`src/common/readout_defs.svh`:
```
// ================================================
// shared widths, depths and register map
// FIFO depths must stay powers of two
// source 0 is the trigger, sources 1..4 the FE channels
// ================================================
`ifndef READOUT_DEFS_SVH
`define READOUT_DEFS_SVH

// data path widths
`define READOUT_WORD_W 32
`define READOUT_PAYLOAD_W 24

// channel and arbiter source counts
`define READOUT_N_FE 4
`define READOUT_N_SRC 5

// fifo depths in words
`define READOUT_SRC_DEPTH 8
`define READOUT_OUT_DEPTH 16

// wishbone register map
`define READOUT_WB_ADR_W 4
`define READOUT_REG_SELECT 0
`define READOUT_REG_STATUS 1
`define READOUT_REG_VERSION 2
`define READOUT_REG_TRIG_COUNT 3

`define READOUT_VERSION 5

`endif

```
`src/common/readout_pkg.sv`:
```
// ================================================
// packed types shared by the readout core
// data_word_t must stay READOUT_WORD_W bits wide
// ================================================
`include "readout_defs.svh"

package readout_pkg;

    // one hit from a front-end channel
    typedef struct packed {
        logic                          valid;
        logic [`READOUT_PAYLOAD_W-1:0] payload;
    } fe_word_t;

    // readout word, trigger words use channel_id and payload as a 28-bit number
    typedef struct packed {
        logic                          trig_marker;
        logic [2:0]                    spare;
        logic [3:0]                    channel_id;
        logic [`READOUT_PAYLOAD_W-1:0] payload;
    } data_word_t;

    typedef struct packed {
        logic                         cyc;
        logic                         stb;
        logic                         we;
        logic [`READOUT_WB_ADR_W-1:0] adr;
        logic [`READOUT_WORD_W-1:0]   dat;
    } wb_req_t;

    typedef struct packed {
        logic                       ack;
        logic [`READOUT_WORD_W-1:0] dat;
    } wb_rsp_t;

    typedef struct packed {
        logic       valid;
        data_word_t data;
    } out_port_t;

endpackage

```
`src/arbiter/rr_arbiter.sv`:
```
// ================================================
// round-robin arbiter, source FIFOs to output FIFO
// grant is combinational, one source per cycle
// search starts after the last granted source
// and wraps from the top source back to 0
// nothing is granted while the output FIFO is full
// ================================================
`timescale 1ns/1ps
`include "readout_defs.svh"

module rr_arbiter (
    input  logic                      CLK_40,
    input  logic                      i_rst_n,
    input  logic [`READOUT_N_SRC-1:0] i_req,
    input  readout_pkg::data_word_t   i_data [`READOUT_N_SRC],
    input  logic                      i_out_full,
    output logic [`READOUT_N_SRC-1:0] o_grant,
    output logic                      o_push,
    output readout_pkg::data_word_t   o_data
);

    localparam int N  = `READOUT_N_SRC;
    localparam int IW = $clog2(N);

    logic [N-1:0]  eligible;
    logic [IW-1:0] last_q;
    logic [IW-1:0] grant_idx;
    logic          found;

    // output back-pressure masks every request
    assign eligible = i_req & {N{~i_out_full}};

    // walk the sources once, starting one past last_q
    always_comb
    begin
        found     = 1'b0;
        grant_idx = '0;
        for (int k = 1; k <= N; k++)
        begin
            if (!found && eligible[(int'(last_q) + k) % N])
            begin
                found     = 1'b1;
                grant_idx = IW'((int'(last_q) + k) % N);
            end
        end
    end

    assign o_grant = found ? (N'(1) << grant_idx) : '0;
    assign o_push  = found;
    // mux the head of the winner, only meaningful with o_push
    assign o_data  = i_data[grant_idx];

    // rotation pointer, reset so source 0 goes first
    always_ff @(posedge CLK_40)
    begin
        if (!i_rst_n)
        begin
            last_q <= IW'(N - 1);
        end
        else if (found)
        begin
            last_q <= grant_idx;
        end
    end

endmodule

```
`src/logic/readout_top.sv`:
```
// ================================================
// readout core top, all logic on CLK_40
// FE words are pushed whenever valid is high
// a word hitting a full source FIFO is dropped
// and sets that channel's sticky overflow flag
// host pops o_out with i_out_read pulses
// ================================================
`timescale 1ns/1ps
`include "readout_defs.svh"

module readout_top (
    input  logic                   CLK_40,
    input  logic                   i_rst_n,
    input  readout_pkg::fe_word_t  i_fe [`READOUT_N_FE],
    input  logic                   i_trigger,
    input  logic                   i_veto,
    input  logic                   i_cmd_ready,
    input  readout_pkg::wb_req_t   i_wb,
    output readout_pkg::wb_rsp_t   o_wb,
    input  logic                   i_out_read,
    output readout_pkg::out_port_t o_out,
    output logic                   o_cmd_start,
    output logic                   o_tlu_busy
);

    localparam int N_SRC = `READOUT_N_SRC;

    // per source fifo signals, index 0 is the trigger fifo
    logic [N_SRC-1:0]        src_push;
    logic [N_SRC-1:0]        src_not_empty;
    logic [N_SRC-1:0]        src_full;
    readout_pkg::data_word_t src_wdata [N_SRC];
    readout_pkg::data_word_t src_head [N_SRC];

    logic [N_SRC-1:0]        sel;
    logic [N_SRC-1:0]        grant;
    logic                    arb_push;
    readout_pkg::data_word_t arb_data;
    readout_pkg::data_word_t out_head;
    logic                    out_not_empty;
    logic                    out_full;
    logic [`READOUT_N_FE-1:0] fe_overflow;
    logic [`READOUT_WORD_W-1:0] trig_count;
    logic                    count_clear;
    logic                    trig_push;
    readout_pkg::data_word_t trig_word;

    assign src_push[0]  = trig_push;
    assign src_wdata[0] = trig_word;

    // fe words get channel index plus one as id
    for (genvar c = 0; c < `READOUT_N_FE; c++)
    begin : g_fe
        assign src_push[c+1]  = i_fe[c].valid;
        assign src_wdata[c+1] = readout_pkg::data_word_t'{
            trig_marker: 1'b0,
            spare:       3'b000,
            channel_id:  4'(c + 1),
            payload:     i_fe[c].payload
        };
        // full without a same-cycle pop means the word is lost
        assign fe_overflow[c] = i_fe[c].valid & src_full[c+1] & ~grant[c+1];
    end

    for (genvar s = 0; s < N_SRC; s++)
    begin : g_src
        word_fifo #(.DEPTH(`READOUT_SRC_DEPTH)) src_fifo_i (
            .CLK_40      (CLK_40),
            .i_rst_n     (i_rst_n),
            .i_push      (src_push[s]),
            .i_data      (src_wdata[s]),
            .i_pop       (grant[s]),
            .o_data      (src_head[s]),
            .o_not_empty (src_not_empty[s]),
            .o_full      (src_full[s])
        );
    end

    trigger_gate trigger_gate_i (
        .CLK_40        (CLK_40),
        .i_rst_n       (i_rst_n),
        .i_trigger     (i_trigger),
        .i_veto        (i_veto),
        .i_enable      (sel[0]),
        .i_cmd_ready   (i_cmd_ready),
        .i_fifo_full   (src_full[0]),
        .i_count_clear (count_clear),
        .o_cmd_start   (o_cmd_start),
        .o_tlu_busy    (o_tlu_busy),
        .o_push        (trig_push),
        .o_word        (trig_word),
        .o_count       (trig_count)
    );

    // only selected sources may request
    rr_arbiter rr_arbiter_i (
        .CLK_40     (CLK_40),
        .i_rst_n    (i_rst_n),
        .i_req      (src_not_empty & sel),
        .i_data     (src_head),
        .i_out_full (out_full),
        .o_grant    (grant),
        .o_push     (arb_push),
        .o_data     (arb_data)
    );

    word_fifo #(.DEPTH(`READOUT_OUT_DEPTH)) out_fifo_i (
        .CLK_40      (CLK_40),
        .i_rst_n     (i_rst_n),
        .i_push      (arb_push),
        .i_data      (arb_data),
        .i_pop       (i_out_read),
        .o_data      (out_head),
        .o_not_empty (out_not_empty),
        .o_full      (out_full)
    );

    assign o_out = readout_pkg::out_port_t'{valid: out_not_empty, data: out_head};

    wb_regs wb_regs_i (
        .CLK_40          (CLK_40),
        .i_rst_n         (i_rst_n),
        .i_wb            (i_wb),
        .o_wb            (o_wb),
        .i_fe_overflow   (fe_overflow),
        .i_out_not_empty (out_not_empty),
        .i_out_full      (out_full),
        .i_tlu_busy      (o_tlu_busy),
        .i_count         (trig_count),
        .o_select        (sel),
        .o_count_clear   (count_clear)
    );

endmodule

```
`src/logic/trigger_gate.sv`:
```
// ================================================
// external trigger gate with busy handshake
// start, busy and push are registered at the edge
// that accepts the trigger
// busy drops at the edge that sees i_cmd_ready rise
// i_count_clear wins over a same-cycle increment base
// ================================================
`timescale 1ns/1ps
`include "readout_defs.svh"

module trigger_gate (
    input  logic                       CLK_40,
    input  logic                       i_rst_n,
    input  logic                       i_trigger,
    input  logic                       i_veto,
    input  logic                       i_enable,
    input  logic                       i_cmd_ready,
    input  logic                       i_fifo_full,
    input  logic                       i_count_clear,
    output logic                       o_cmd_start,
    output logic                       o_tlu_busy,
    output logic                       o_push,
    output readout_pkg::data_word_t    o_word,
    output logic [`READOUT_WORD_W-1:0] o_count
);

    logic                       trig_q;
    logic                       rdy_q;
    logic                       accept_q;
    logic                       rise;
    logic                       ack_edge;
    logic                       accept;
    logic [`READOUT_WORD_W-1:0] count_base;

    assign rise     = i_trigger & ~trig_q;
    assign ack_edge = i_cmd_ready & ~rdy_q;
    // triggers while busy, vetoed or fifo full are simply lost
    assign accept   = rise & i_enable & ~o_tlu_busy & ~i_veto & ~i_fifo_full;
    assign count_base = i_count_clear ? '0 : o_count;

    assign o_cmd_start = accept_q;
    assign o_push      = accept_q;

    always_ff @(posedge CLK_40)
    begin
        if (!i_rst_n)
        begin
            trig_q     <= 1'b0;
            rdy_q      <= 1'b0;
            accept_q   <= 1'b0;
            o_tlu_busy <= 1'b0;
            o_count    <= '0;
        end
        else
        begin
            trig_q   <= i_trigger;
            rdy_q    <= i_cmd_ready;
            accept_q <= accept;
            o_count  <= accept ? count_base + 1'b1 : count_base;
            // accept can only happen while idle, so no conflict with ack
            if (accept)
                o_tlu_busy <= 1'b1;
            else if (ack_edge)
                o_tlu_busy <= 1'b0;
        end
    end

    // trigger word carries the count before the increment
    always_ff @(posedge CLK_40)
    begin
        if (accept)
        begin
            o_word.trig_marker <= 1'b1;
            o_word.spare       <= 3'b000;
            {o_word.channel_id, o_word.payload} <= count_base[27:0];
        end
    end

endmodule

```
`src/logic/wb_regs.sv`:
```
// ================================================
// Wishbone classic register slave
// ack one cycle after cyc/stb, held one cycle
// unmapped addresses ack, read 0, ignore writes
// STATUS write clears the overflow flags,
// TRIG_COUNT write pulses o_count_clear
// ================================================
`timescale 1ns/1ps
`include "readout_defs.svh"

module wb_regs (
    input  logic                       CLK_40,
    input  logic                       i_rst_n,
    input  readout_pkg::wb_req_t       i_wb,
    output readout_pkg::wb_rsp_t       o_wb,
    input  logic [`READOUT_N_FE-1:0]   i_fe_overflow,
    input  logic                       i_out_not_empty,
    input  logic                       i_out_full,
    input  logic                       i_tlu_busy,
    input  logic [`READOUT_WORD_W-1:0] i_count,
    output logic [`READOUT_N_SRC-1:0]  o_select,
    output logic                       o_count_clear
);

    localparam int W = `READOUT_WORD_W;

    logic                     ack_q;
    logic [W-1:0]             rdata_q;
    logic [W-1:0]             rdata;
    logic [W-1:0]             status;
    logic [`READOUT_N_FE-1:0] ovf_q;
    logic                     access;
    logic                     wr;

    // first cycle of a cycle/strobe, ack_q blocks a second hit
    assign access = i_wb.cyc & i_wb.stb & ~ack_q;
    assign wr     = access & i_wb.we;

    always_comb
    begin
        status    = '0;
        status[0] = i_out_not_empty;
        status[1] = i_out_full;
        status[2] = i_tlu_busy;
        status[7:4] = ovf_q;
    end

    // read mux
    always_comb
    begin
        case (i_wb.adr)
            `READOUT_REG_SELECT:     rdata = W'(o_select);
            `READOUT_REG_STATUS:     rdata = status;
            `READOUT_REG_VERSION:    rdata = W'(`READOUT_VERSION);
            `READOUT_REG_TRIG_COUNT: rdata = i_count;
            default:                 rdata = '0;
        endcase
    end

    always_ff @(posedge CLK_40)
    begin
        if (!i_rst_n)
        begin
            ack_q         <= 1'b0;
            o_select      <= '0;
            ovf_q         <= '0;
            o_count_clear <= 1'b0;
        end
        else
        begin
            ack_q         <= access;
            o_count_clear <= wr && (i_wb.adr == `READOUT_REG_TRIG_COUNT);
            if (wr && (i_wb.adr == `READOUT_REG_SELECT))
                o_select <= i_wb.dat[`READOUT_N_SRC-1:0];
            // sticky flags, a new event still lands during the clear
            if (wr && (i_wb.adr == `READOUT_REG_STATUS))
                ovf_q <= i_fe_overflow;
            else
                ovf_q <= ovf_q | i_fe_overflow;
        end
    end

    // read data lines up with ack
    always_ff @(posedge CLK_40)
    begin
        if (access)
            rdata_q <= rdata;
    end

    assign o_wb = readout_pkg::wb_rsp_t'{ack: ack_q, dat: rdata_q};

endmodule

```
`src/logic/word_fifo.sv`:
```
// ================================================
// synchronous FWFT FIFO of data_word_t
// DEPTH must be a power of two
// pop on empty and push on full are ignored,
// push while full is taken if a pop frees a slot
// ================================================
`timescale 1ns/1ps
`include "readout_defs.svh"

module word_fifo #(
    parameter int DEPTH = `READOUT_SRC_DEPTH
) (
    input  logic                    CLK_40,
    input  logic                    i_rst_n,
    input  logic                    i_push,
    input  readout_pkg::data_word_t i_data,
    input  logic                    i_pop,
    output readout_pkg::data_word_t o_data,
    output logic                    o_not_empty,
    output logic                    o_full
);

    localparam int AW = $clog2(DEPTH);

    readout_pkg::data_word_t mem [DEPTH];
    logic [AW-1:0] wr_ptr;
    logic [AW-1:0] rd_ptr;
    logic [AW:0]   count;
    logic          do_push;
    logic          do_pop;

    assign o_not_empty = (count != '0);
    assign o_full      = (count == (AW + 1)'(DEPTH));
    assign do_pop      = i_pop & o_not_empty;
    assign do_push     = i_push & (~o_full | do_pop);

    // head word shows straight from the array
    assign o_data = mem[rd_ptr];

    always_ff @(posedge CLK_40)
    begin
        if (!i_rst_n)
        begin
            wr_ptr <= '0;
            rd_ptr <= '0;
            count  <= '0;
        end
        else
        begin
            // pointers wrap by overflow
            if (do_push)
                wr_ptr <= wr_ptr + 1'b1;
            if (do_pop)
                rd_ptr <= rd_ptr + 1'b1;
            count <= count + (AW + 1)'(do_push) - (AW + 1)'(do_pop);
        end
    end

    always_ff @(posedge CLK_40)
    begin
        if (do_push)
            mem[wr_ptr] <= i_data;
    end

endmodule
```
`config.mk`:
```
export PLATFORM = sky130hd
export DESIGN_NAME = readout_top
export DESIGN_NICKNAME = d
export VERILOG_FILES = /design/src/common/readout_pkg.sv /design/src/arbiter/rr_arbiter.sv /design/src/logic/readout_top.sv /design/src/logic/trigger_gate.sv /design/src/logic/wb_regs.sv /design/src/logic/word_fifo.sv
export VERILOG_INCLUDE_DIRS = /design/src /design/src/common
export SDC_FILE = /design/constraint.sdc
export NUM_CORES = 1
export LEC_CHECK = 0
export BUFFER_PORTS_ARGS = -buffer_cell sky130_fd_sc_hd__buf_2
export CORE_UTILIZATION = 56
export DETAILED_ROUTE_END_ITERATION = 6
export PLACE_DENSITY = 0.83
export SYNTH_ARGS = -nofsm -noshare
export SYNTH_HDL_FRONTEND = slang
export SYNTH_SLANG_ARGS = --single-unit
```
`constraint.sdc`:
```
create_clock -name CLK_40 -period 9.2 [get_ports CLK_40]
set_input_delay 1.38 -clock CLK_40 [delete_from_list [all_inputs] [get_ports CLK_40]]
set_output_delay 1.38 -clock CLK_40 [all_outputs]
set_load 0.01 [all_outputs]
```
-- Word level (Yosys, flattened, before mapping)
Memory sizes are Yosys's and may differ from the RTL's. A register that Yosys moved wholly into a read port is not among the register bits.
Cells that the tools add are included.
- bits in registers: 173
- memory bits (writable): 1504
- bits of input ports: 145
- output and inout bits: 68
- word-level logic and storage cells: 220
- memories: 6
- memory list (memory ; depth ; width ; rd ports ; clocked after memory_dff ; write ports ; RTL line ; text):
    out_fifo_i.mem ; 16 ; 32 ; 1 ; 1 ; 1 ; word_fifo.sv:25 ; readout_pkg::data_word_t mem [DEPTH];
    g_src[0].src_fifo_i.mem ; 8 ; 28 ; 1 ; 1 ; 1 ; word_fifo.sv:25 ;
    g_src[1].src_fifo_i.mem ; 8 ; 24 ; 1 ; 1 ; 1 ; word_fifo.sv:25 ;
    g_src[2].src_fifo_i.mem ; 8 ; 24 ; 1 ; 1 ; 1 ; word_fifo.sv:25 ;
    g_src[3].src_fifo_i.mem ; 8 ; 24 ; 1 ; 1 ; 1 ; word_fifo.sv:25 ;
    g_src[4].src_fifo_i.mem ; 8 ; 24 ; 1 ; 1 ; 1 ; word_fifo.sv:25 ;
- $add $sub $neg: 30
- divide/modulo/power cells: 5
- magnitude comparators: 6
- equal/unequal tests: 9
- shift operators: 1
- multiplexer cells: 59
- bitwise gates (word level): 54
- reductions and logical operators: 19
- operators with widths (kind ; count):
    32-bit by 5-bit < comparator with 1-bit output, second input constant ; 5
    32-bit by 4-bit modulo with 32-bit output, second input constant ; 5
    32-bit 2-to-1 mux ; 4
    32-bit one-hot mux with 4 select lines ; 1
    32-bit binary-select mux with 3-bit select ; 1
    3-bit 2-to-1 mux ; 15
    32-bit by 1-bit adder with 32-bit output, second input constant ; 1
    3-bit by 1-bit adder with 3-bit output, second input constant ; 10
    1-bit bitwise AND ; 29
    1-bit 2-to-1 mux ; 29
    4-bit by 1-bit adder with 4-bit output ; 5
    4-bit equality test, second input constant ; 5
    4-bit nonzero test ; 5
    4-bit by 1-bit subtractor with 4-bit output ; 5
    1-bit binary-select mux with 3-bit select ; 5
    1-bit NOT ; 15
    4-bit 2-to-1 mux ; 3
    5-bit bitwise AND ; 2
    3-bit by 2-bit adder with 4-bit output, second input constant ; 2
    3-bit by 3-bit adder with 4-bit output, second input constant ; 2
    4-bit by 1-bit adder with 4-bit output, second input constant ; 2
    4-bit by 2-bit equality test with 1-bit output, second input constant ; 2
    1-bit logical AND ; 7
    1-bit OR ; 6
    other kinds (14) ; 17

-- Logic depth before layout (Yosys ltp)
- depth after elaboration: 26
- depth in mapped cells: 29
- gate-level depth less buffers: 26

-- Modules after synthesis
A second synthesis with hierarchy kept.
- cells, all modules: 4081
- area total of the unflattened synthesis: 80985.2 um^2
- by module, submodules not included (module ; instances ; cells each ; area each (um^2) ; sequential area each (um^2)):
    word_fifo (g_src[0].src_fifo_i ...) ; 3 ; 463 ; 10513.8 ; 7947.6
    word_fifo (g_src[1].src_fifo_i ...) ; 2 ; 463 ; 10525.1 ; 7947.6
    word_fifo (out_fifo_i) ; 1 ; 892 ; 20041.7 ; 15715.1
    rr_arbiter ; 1 ; 433 ; 3509.6 ; 60.1
    trigger_gate ; 1 ; 295 ; 3000.4 ; 1561.5
    wb_regs ; 1 ; 134 ; 1760.4 ; 1181.1
    readout_top ; 1 ; 12 ; 81.3 ; 0.0

-- Least setup slack after synthesis
No wires, ideal clock.
- path kind: reg-to-reg
- start: register rr_arbiter_i.last_q[0]
- end: memory g_src[0].src_fifo_i.mem[4][0] (netlist name), enable pin
- library setup time: 0.494 ns
- data arrival time: 8.330 ns
- data required time: 8.706 ns
- setup slack: 0.376 ns
- stages on the path, launching flop included: 22
- buffers on the path: 1
- period minus slack after synthesis: 8.824 ns
- cell sequence: dfxtp_1 -> buf_2 -> clkinv_1 -> ha_1 -> ha_1 -> nor2_1 -> a21oi_1 -> xnor2_1 -> ha_1 -> nand2b_1 -> nor2b_1 -> a221oi_4 -> or3b_1 -> a2111o_1 -> o311ai_1 -> nand2_1 -> nor2_1 -> mux2i_1 -> inv_2 -> o41ai_1 -> nand2_1 -> nor4b_1
- word-level cells in the longest chain between the ends: 25
- elaborated cells on any way between the ends: 50
- classes of those cells: add/sub: 5; div: 5; shift: 1; mux: 28; bitwise: 3; reduce/logical: 8
- ends and longest elaborated chain (element ; RTL line ; text):
    start: declaration ; rr_arbiter.sv:26 ; logic [IW-1:0] last_q;
    start signal: assignment ; rr_arbiter.sv:58 ; last_q <= IW'(N - 1);
    start signal: assignment ; rr_arbiter.sv:62 ; last_q <= grant_idx;
    3-bit by 1-bit adder with 4-bit output ; rr_arbiter.sv:40, rr_arbiter.sv:43 ;
    32-bit by 4-bit modulo with 32-bit output ; rr_arbiter.sv:40, rr_arbiter.sv:43 ;
    1-bit binary-select mux with 3-bit select ; rr_arbiter.sv:40 ; if (!found && eligible[(int'(last_q) + k) % N])
    1-bit 2-to-1 mux (not written as such) (2 in series) ; rr_arbiter.sv:40 ;
    1-bit 2-to-1 mux ; rr_arbiter.sv:40 ;
    1-bit logical NOT ; rr_arbiter.sv:40 ;
    1-bit logical AND ; rr_arbiter.sv:40 ;
    1-bit 2-to-1 mux ; rr_arbiter.sv:40 ;
    [8 not listed] ; - ;
    3-bit 2-to-1 mux ; rr_arbiter.sv:40 ;
    1-bit by 3-bit << shifter with 5-bit output ; rr_arbiter.sv:48 ; assign o_grant = found ? (N'(1) << grant_idx) : '0;
    5-bit 2-to-1 mux * ; rr_arbiter.sv:48 ;
    1-bit bitwise AND * ; word_fifo.sv:34 ; assign do_pop = i_pop & o_not_empty;
    1-bit OR * ; word_fifo.sv:35 ; assign do_push = i_push & (~o_full | do_pop);
    1-bit bitwise AND * ; word_fifo.sv:35 ;
    1-bit 2-to-1 mux * ; word_fifo.sv:61 ; if (do_push)
    1-bit 2-to-1 mux (not written as such) * ; word_fifo.sv:62 ; mem[wr_ptr] <= i_data;
    end: declaration ; word_fifo.sv:25 ;
Mark *: on every way between the ends. The rest lies on a longest branch, timed or not. The select of a mux whose other input is x is not followed.

==> impl_metrics.yaml <==
outcome:
  status: "finished, final reports clean"
synthesis:
  synth_cell_types: 83
  ys_seq_area_share_pct: 73.5
  synth_edf_count: 1516
  netlist_area_um2: 65500
  synth-main-ff-cell: "edfxtp_1"
  ys_ff_latch: 1648
  syn_inst: 3318
  avgSynthCellArea_um2: 19.8
  async_flop_share_pct: 0
  yosys_warnings: 0
pwr:
  peakVddDrop_mv: 0.210
  p_per_area_nw_per_um2: 227
  leakage_nw: 22.9
worst_setup_path:
  worstPathCellList: "clkinv_1, ha_1, ha_1, nor2_1, a21oi_1, xnor2_1, ha_1, nand2b_1, nor2b_1, a221oi_4, or3b_1, a2111o_1, o311ai_1, nand2_1, nor2_1, a32o_2, buf_4, nor3_1, a221oi_1, o21ai_1"
  cp.depth: 20
  slowest_stage: "a221oi_1"
  timing.rr.start: "rr_arbiter_i.last_q[0]$_SDFFE_PN0N_"
  endpoint_kind: "flop"
  arrival_ps: 8820
  rr_worst_depth: 20
  critPathKind: "reg2reg"
  cp.required_ps: 9490
  crit_path_max_incr_delay_ps: 1040
  cp-startpoint: "rr_arbiter_i.last_q[0]$_SDFFE_PN0N_"
  crit_buf_inv: 2
  critical_path.top_delay_family: "compound AO/OA/AOI/OAI gates"
  critPathMostFrequentCell: "ha_1"
  start_kind: "flop"
  cp_max_fo: 30
grt:
  grt_pass1_vias: 34100
  grt_pass1_wl_mm: 225
  grt_max_degree: 99
  grt_overflow: 0
  antenna_found_initial: 17
  track_usage_pct: 26.5
clock_network:
  cts_hold_buf: 0
  cts_setup_buffers: 0
  clk_pin_slew_ps: 60
  ctsRootBufferMaster: "clkbuf_16"
  cts_max_path_buffers: 3
  cts.sinks: 1648
  cts_tree: "yes"
  cts_resized: 0
  cts_made_buffers: 159
  clk_latency_ps: 780
  h-tree-depth: 4
route:
  first_pass_iters: 7
  via_count: 33500
  viasPerCell: 6.38
  drc: 0
  drt_iter0_drc: 3641
  postRouteAntennaNets: 0
  avgRoutedWirePerCell_um: 29.6
  wl_mm: 155
timing:
  rsz0062_at_grt: "false"
  maxSlewHeadroom_pct: 9.74
  setup_viol_count_final: 0
  worst_pin_slew_ps: 1350
  min_period_ps: 8520
  fin_tns_setup_ps: 0
  fin_crit_sh_pct: 92.6
  hold_violations: 0
  slew_viol_final: 0
  max_freq_ghz: 0.117
  skew_ps: 49.9
worst_hold_path:
  min-delay-start: "wb_regs_i.ovf_q[1]$_SDFF_PN0_"
  holdCritPathClass: "reg2reg"
  worstHoldPathCells: 2
layout:
  nets: 3814
  fill_cells: 7391
  mostFrequentLayoutCell: "edfxtp_1"
  area_growth_syn_to_layout_pct: 12.7
  final_layout_size_suffix_gt1_share_pct: 27.6
  layout_common_cells: "edfxtp_1 (1516), mux4_2 (394), buf_2 (182), clkbuf_16 (164), mux2i_1 (159)"
  final_util_pct: 63.7
placement:
  port_buffers: 182
  gp_congestion: 0.904
  dp_hpwl_mm: 87.2
floorplan:
  fp.dieW_um: 344
  die_area_um2: 118000
  die_h_um: 344
  io-pin-count: 213
  start_util_pct: 56.5
  rows: 125
  core_um2: 116000
run:
  maxCapViolCount: 0
==> routing by layer <==
metal  share of wire, %  vias to the layer above  global-route usage, %
met2                 50                     1803                   43.8
met5              0.095                        -                      0
li1                   -                    14000                      -
met4                4.9                       22                   12.6
met3                8.7                      346                   5.56
met1                 36                    17300                   33.7
==> where the power goes <==
| group | leakage [nW] | internal (W) | switching [W] |
|---|---|---|---|
| Combinational | 6.24 | 0.000777 | 0.000930 |
| Clock | 2.53 | 0.00368 | 0.00280 |
| Sequential | 14.1 | 0.00840 | 0.000167 |
| Total | 22.9 | 0.0129 | 0.00389 |
==> through the flow <==
| step | worst slack, ps | hold slack (ps) | total power [W] | cell area [um2] | instances |
|---|---|---|---|---|---|
| floorplan | 376 | 423 | 0.00982 | 65600 | 3320 |
| global placement | 1380 | 459 | 0.0103 | 68700 | 4950 |
| detailed placement | 1140 | 481 | 0.0104 | 68700 | 4950 |
| CTS | 930 | 500 | 0.0168 | 73900 | 5239 |
| global route | 377 | 516 | 0.0172 | 73900 | 5241 |
| finish | 678 | 495 | 0.0167 | 73900 | 5243 |
==> registers in the layout (all words and copies together), names as in the netlist, named ones only <==
register / count
g_src.src_fifo_i.count: 20
g_src.src_fifo_i.rd_ptr: 15
wb_regs_i.ack_q: 1
out_fifo_i.rd_ptr: 4
rr_arbiter_i.last_q: 3
out_fifo_i.count: 5
out_fifo_i.mem: 464
trigger_gate_i.o_word: 28
g_src.src_fifo_i.mem: 992
trigger_gate_i.o_cmd_start: 1
trigger_gate_i.o_tlu_busy: 1
trigger_gate_i.trig_q: 1
wb_regs_i.rdata_q: 32
out_fifo_i.wr_ptr: 4
wb_regs_i.o_count_clear: 1
trigger_gate_i.o_count: 32
wb_regs_i.ovf_q: 4
g_src.src_fifo_i.wr_ptr: 15
wb_regs_i.o_select: 5
trigger_gate_i.rdy_q: 1
==> cell usage after synthesis (all sizes together) (3+ instances only) <==
master | count | area, um2
mux4 | 394 | 8870
inv | 77 | 289
or4 | 4 | 30.0
fa | 6 | 120
nor3b | 7 | 52.6
nand4 | 14 | 87.6
buf | 62 | 267
xnor2 | 46 | 422
o31ai | 8 | 60.1
mux2 | 29 | 327
edfxtp | 1516 | 45500
and4 | 4 | 35.0
a211oi | 6 | 50.1
nor4b | 10 | 87.6
a21oi | 45 | 233
a2bb2oi | 3 | 26.3
o211a | 3 | 30.0
mux2i | 159 | 1590
nand2 | 70 | 263
and4b | 3 | 30.0
nand2b | 14 | 87.6
nand3 | 34 | 170
clkbuf | 104 | 390
a21o | 13 | 97.6
or3b | 7 | 61.3
a221oi | 22 | 210
nor4 | 14 | 93.8
dfxtp | 132 | 2640
nor2 | 145 | 547
o41ai | 3 | 33.8
a22oi | 7 | 52.6
or3 | 10 | 62.6
nor2b | 33 | 206
xor2 | 26 | 235
nor3 | 53 | 265
o21ai | 49 | 245
and2 | 38 | 238
and3 | 15 | 93.8
nand3b | 4 | 30.0
a32oi | 4 | 42.6
a31oi | 6 | 37.5
o211ai | 9 | 67.6
ha | 76 | 951
==> layout make-up <==
type                    instances  area (um2)  share of cell area, %
multi-input cells            1427       16700                   22.6
diodes                          4        10.0                 0.0135
flip-flops and latches       1648       48200                   65.2
repair buffers                272        1590                   2.15
well taps                    1524        1910                   2.58
clock inverters                81         805                   1.09
clock buffers                 208        4370                   5.91
inverters                      79         298                  0.403
==> kinds of logic after synthesis <==
group,share of synthesized area (%)
compound gates,2.10
xor+xnor,1.00
fa+ha+maj,1.63
buf+inv,1.45
flops,73.5
mux,16.5
other cells,0.00572
simple gates,3.85
==> path summary, 6_finish.rpt <==
check	end	slack, ps
setup / recovery	out_fifo_i.mem[11][15]$_DFFE_PP_	680
hold / removal	wb_regs_i.ovf_q[1]$_SDFF_PN0_	490
setup reg to reg	out_fifo_i.mem[11][15]$_DFFE_PP_	680
hold reg to reg	wb_regs_i.ovf_q[1]$_SDFF_PN0_	490
==> tightest hold or removal path, delay by kind of cell (launching register included) <==
| family | cells | cell delay [ps] |
|---|---|---|
| DFF | 1 | 330 |
| and+or+nand+nor | 1 | 60 |
| AOI/OAI and AO/OA | 1 | 60 |
(Power assumes the default switching activity.)
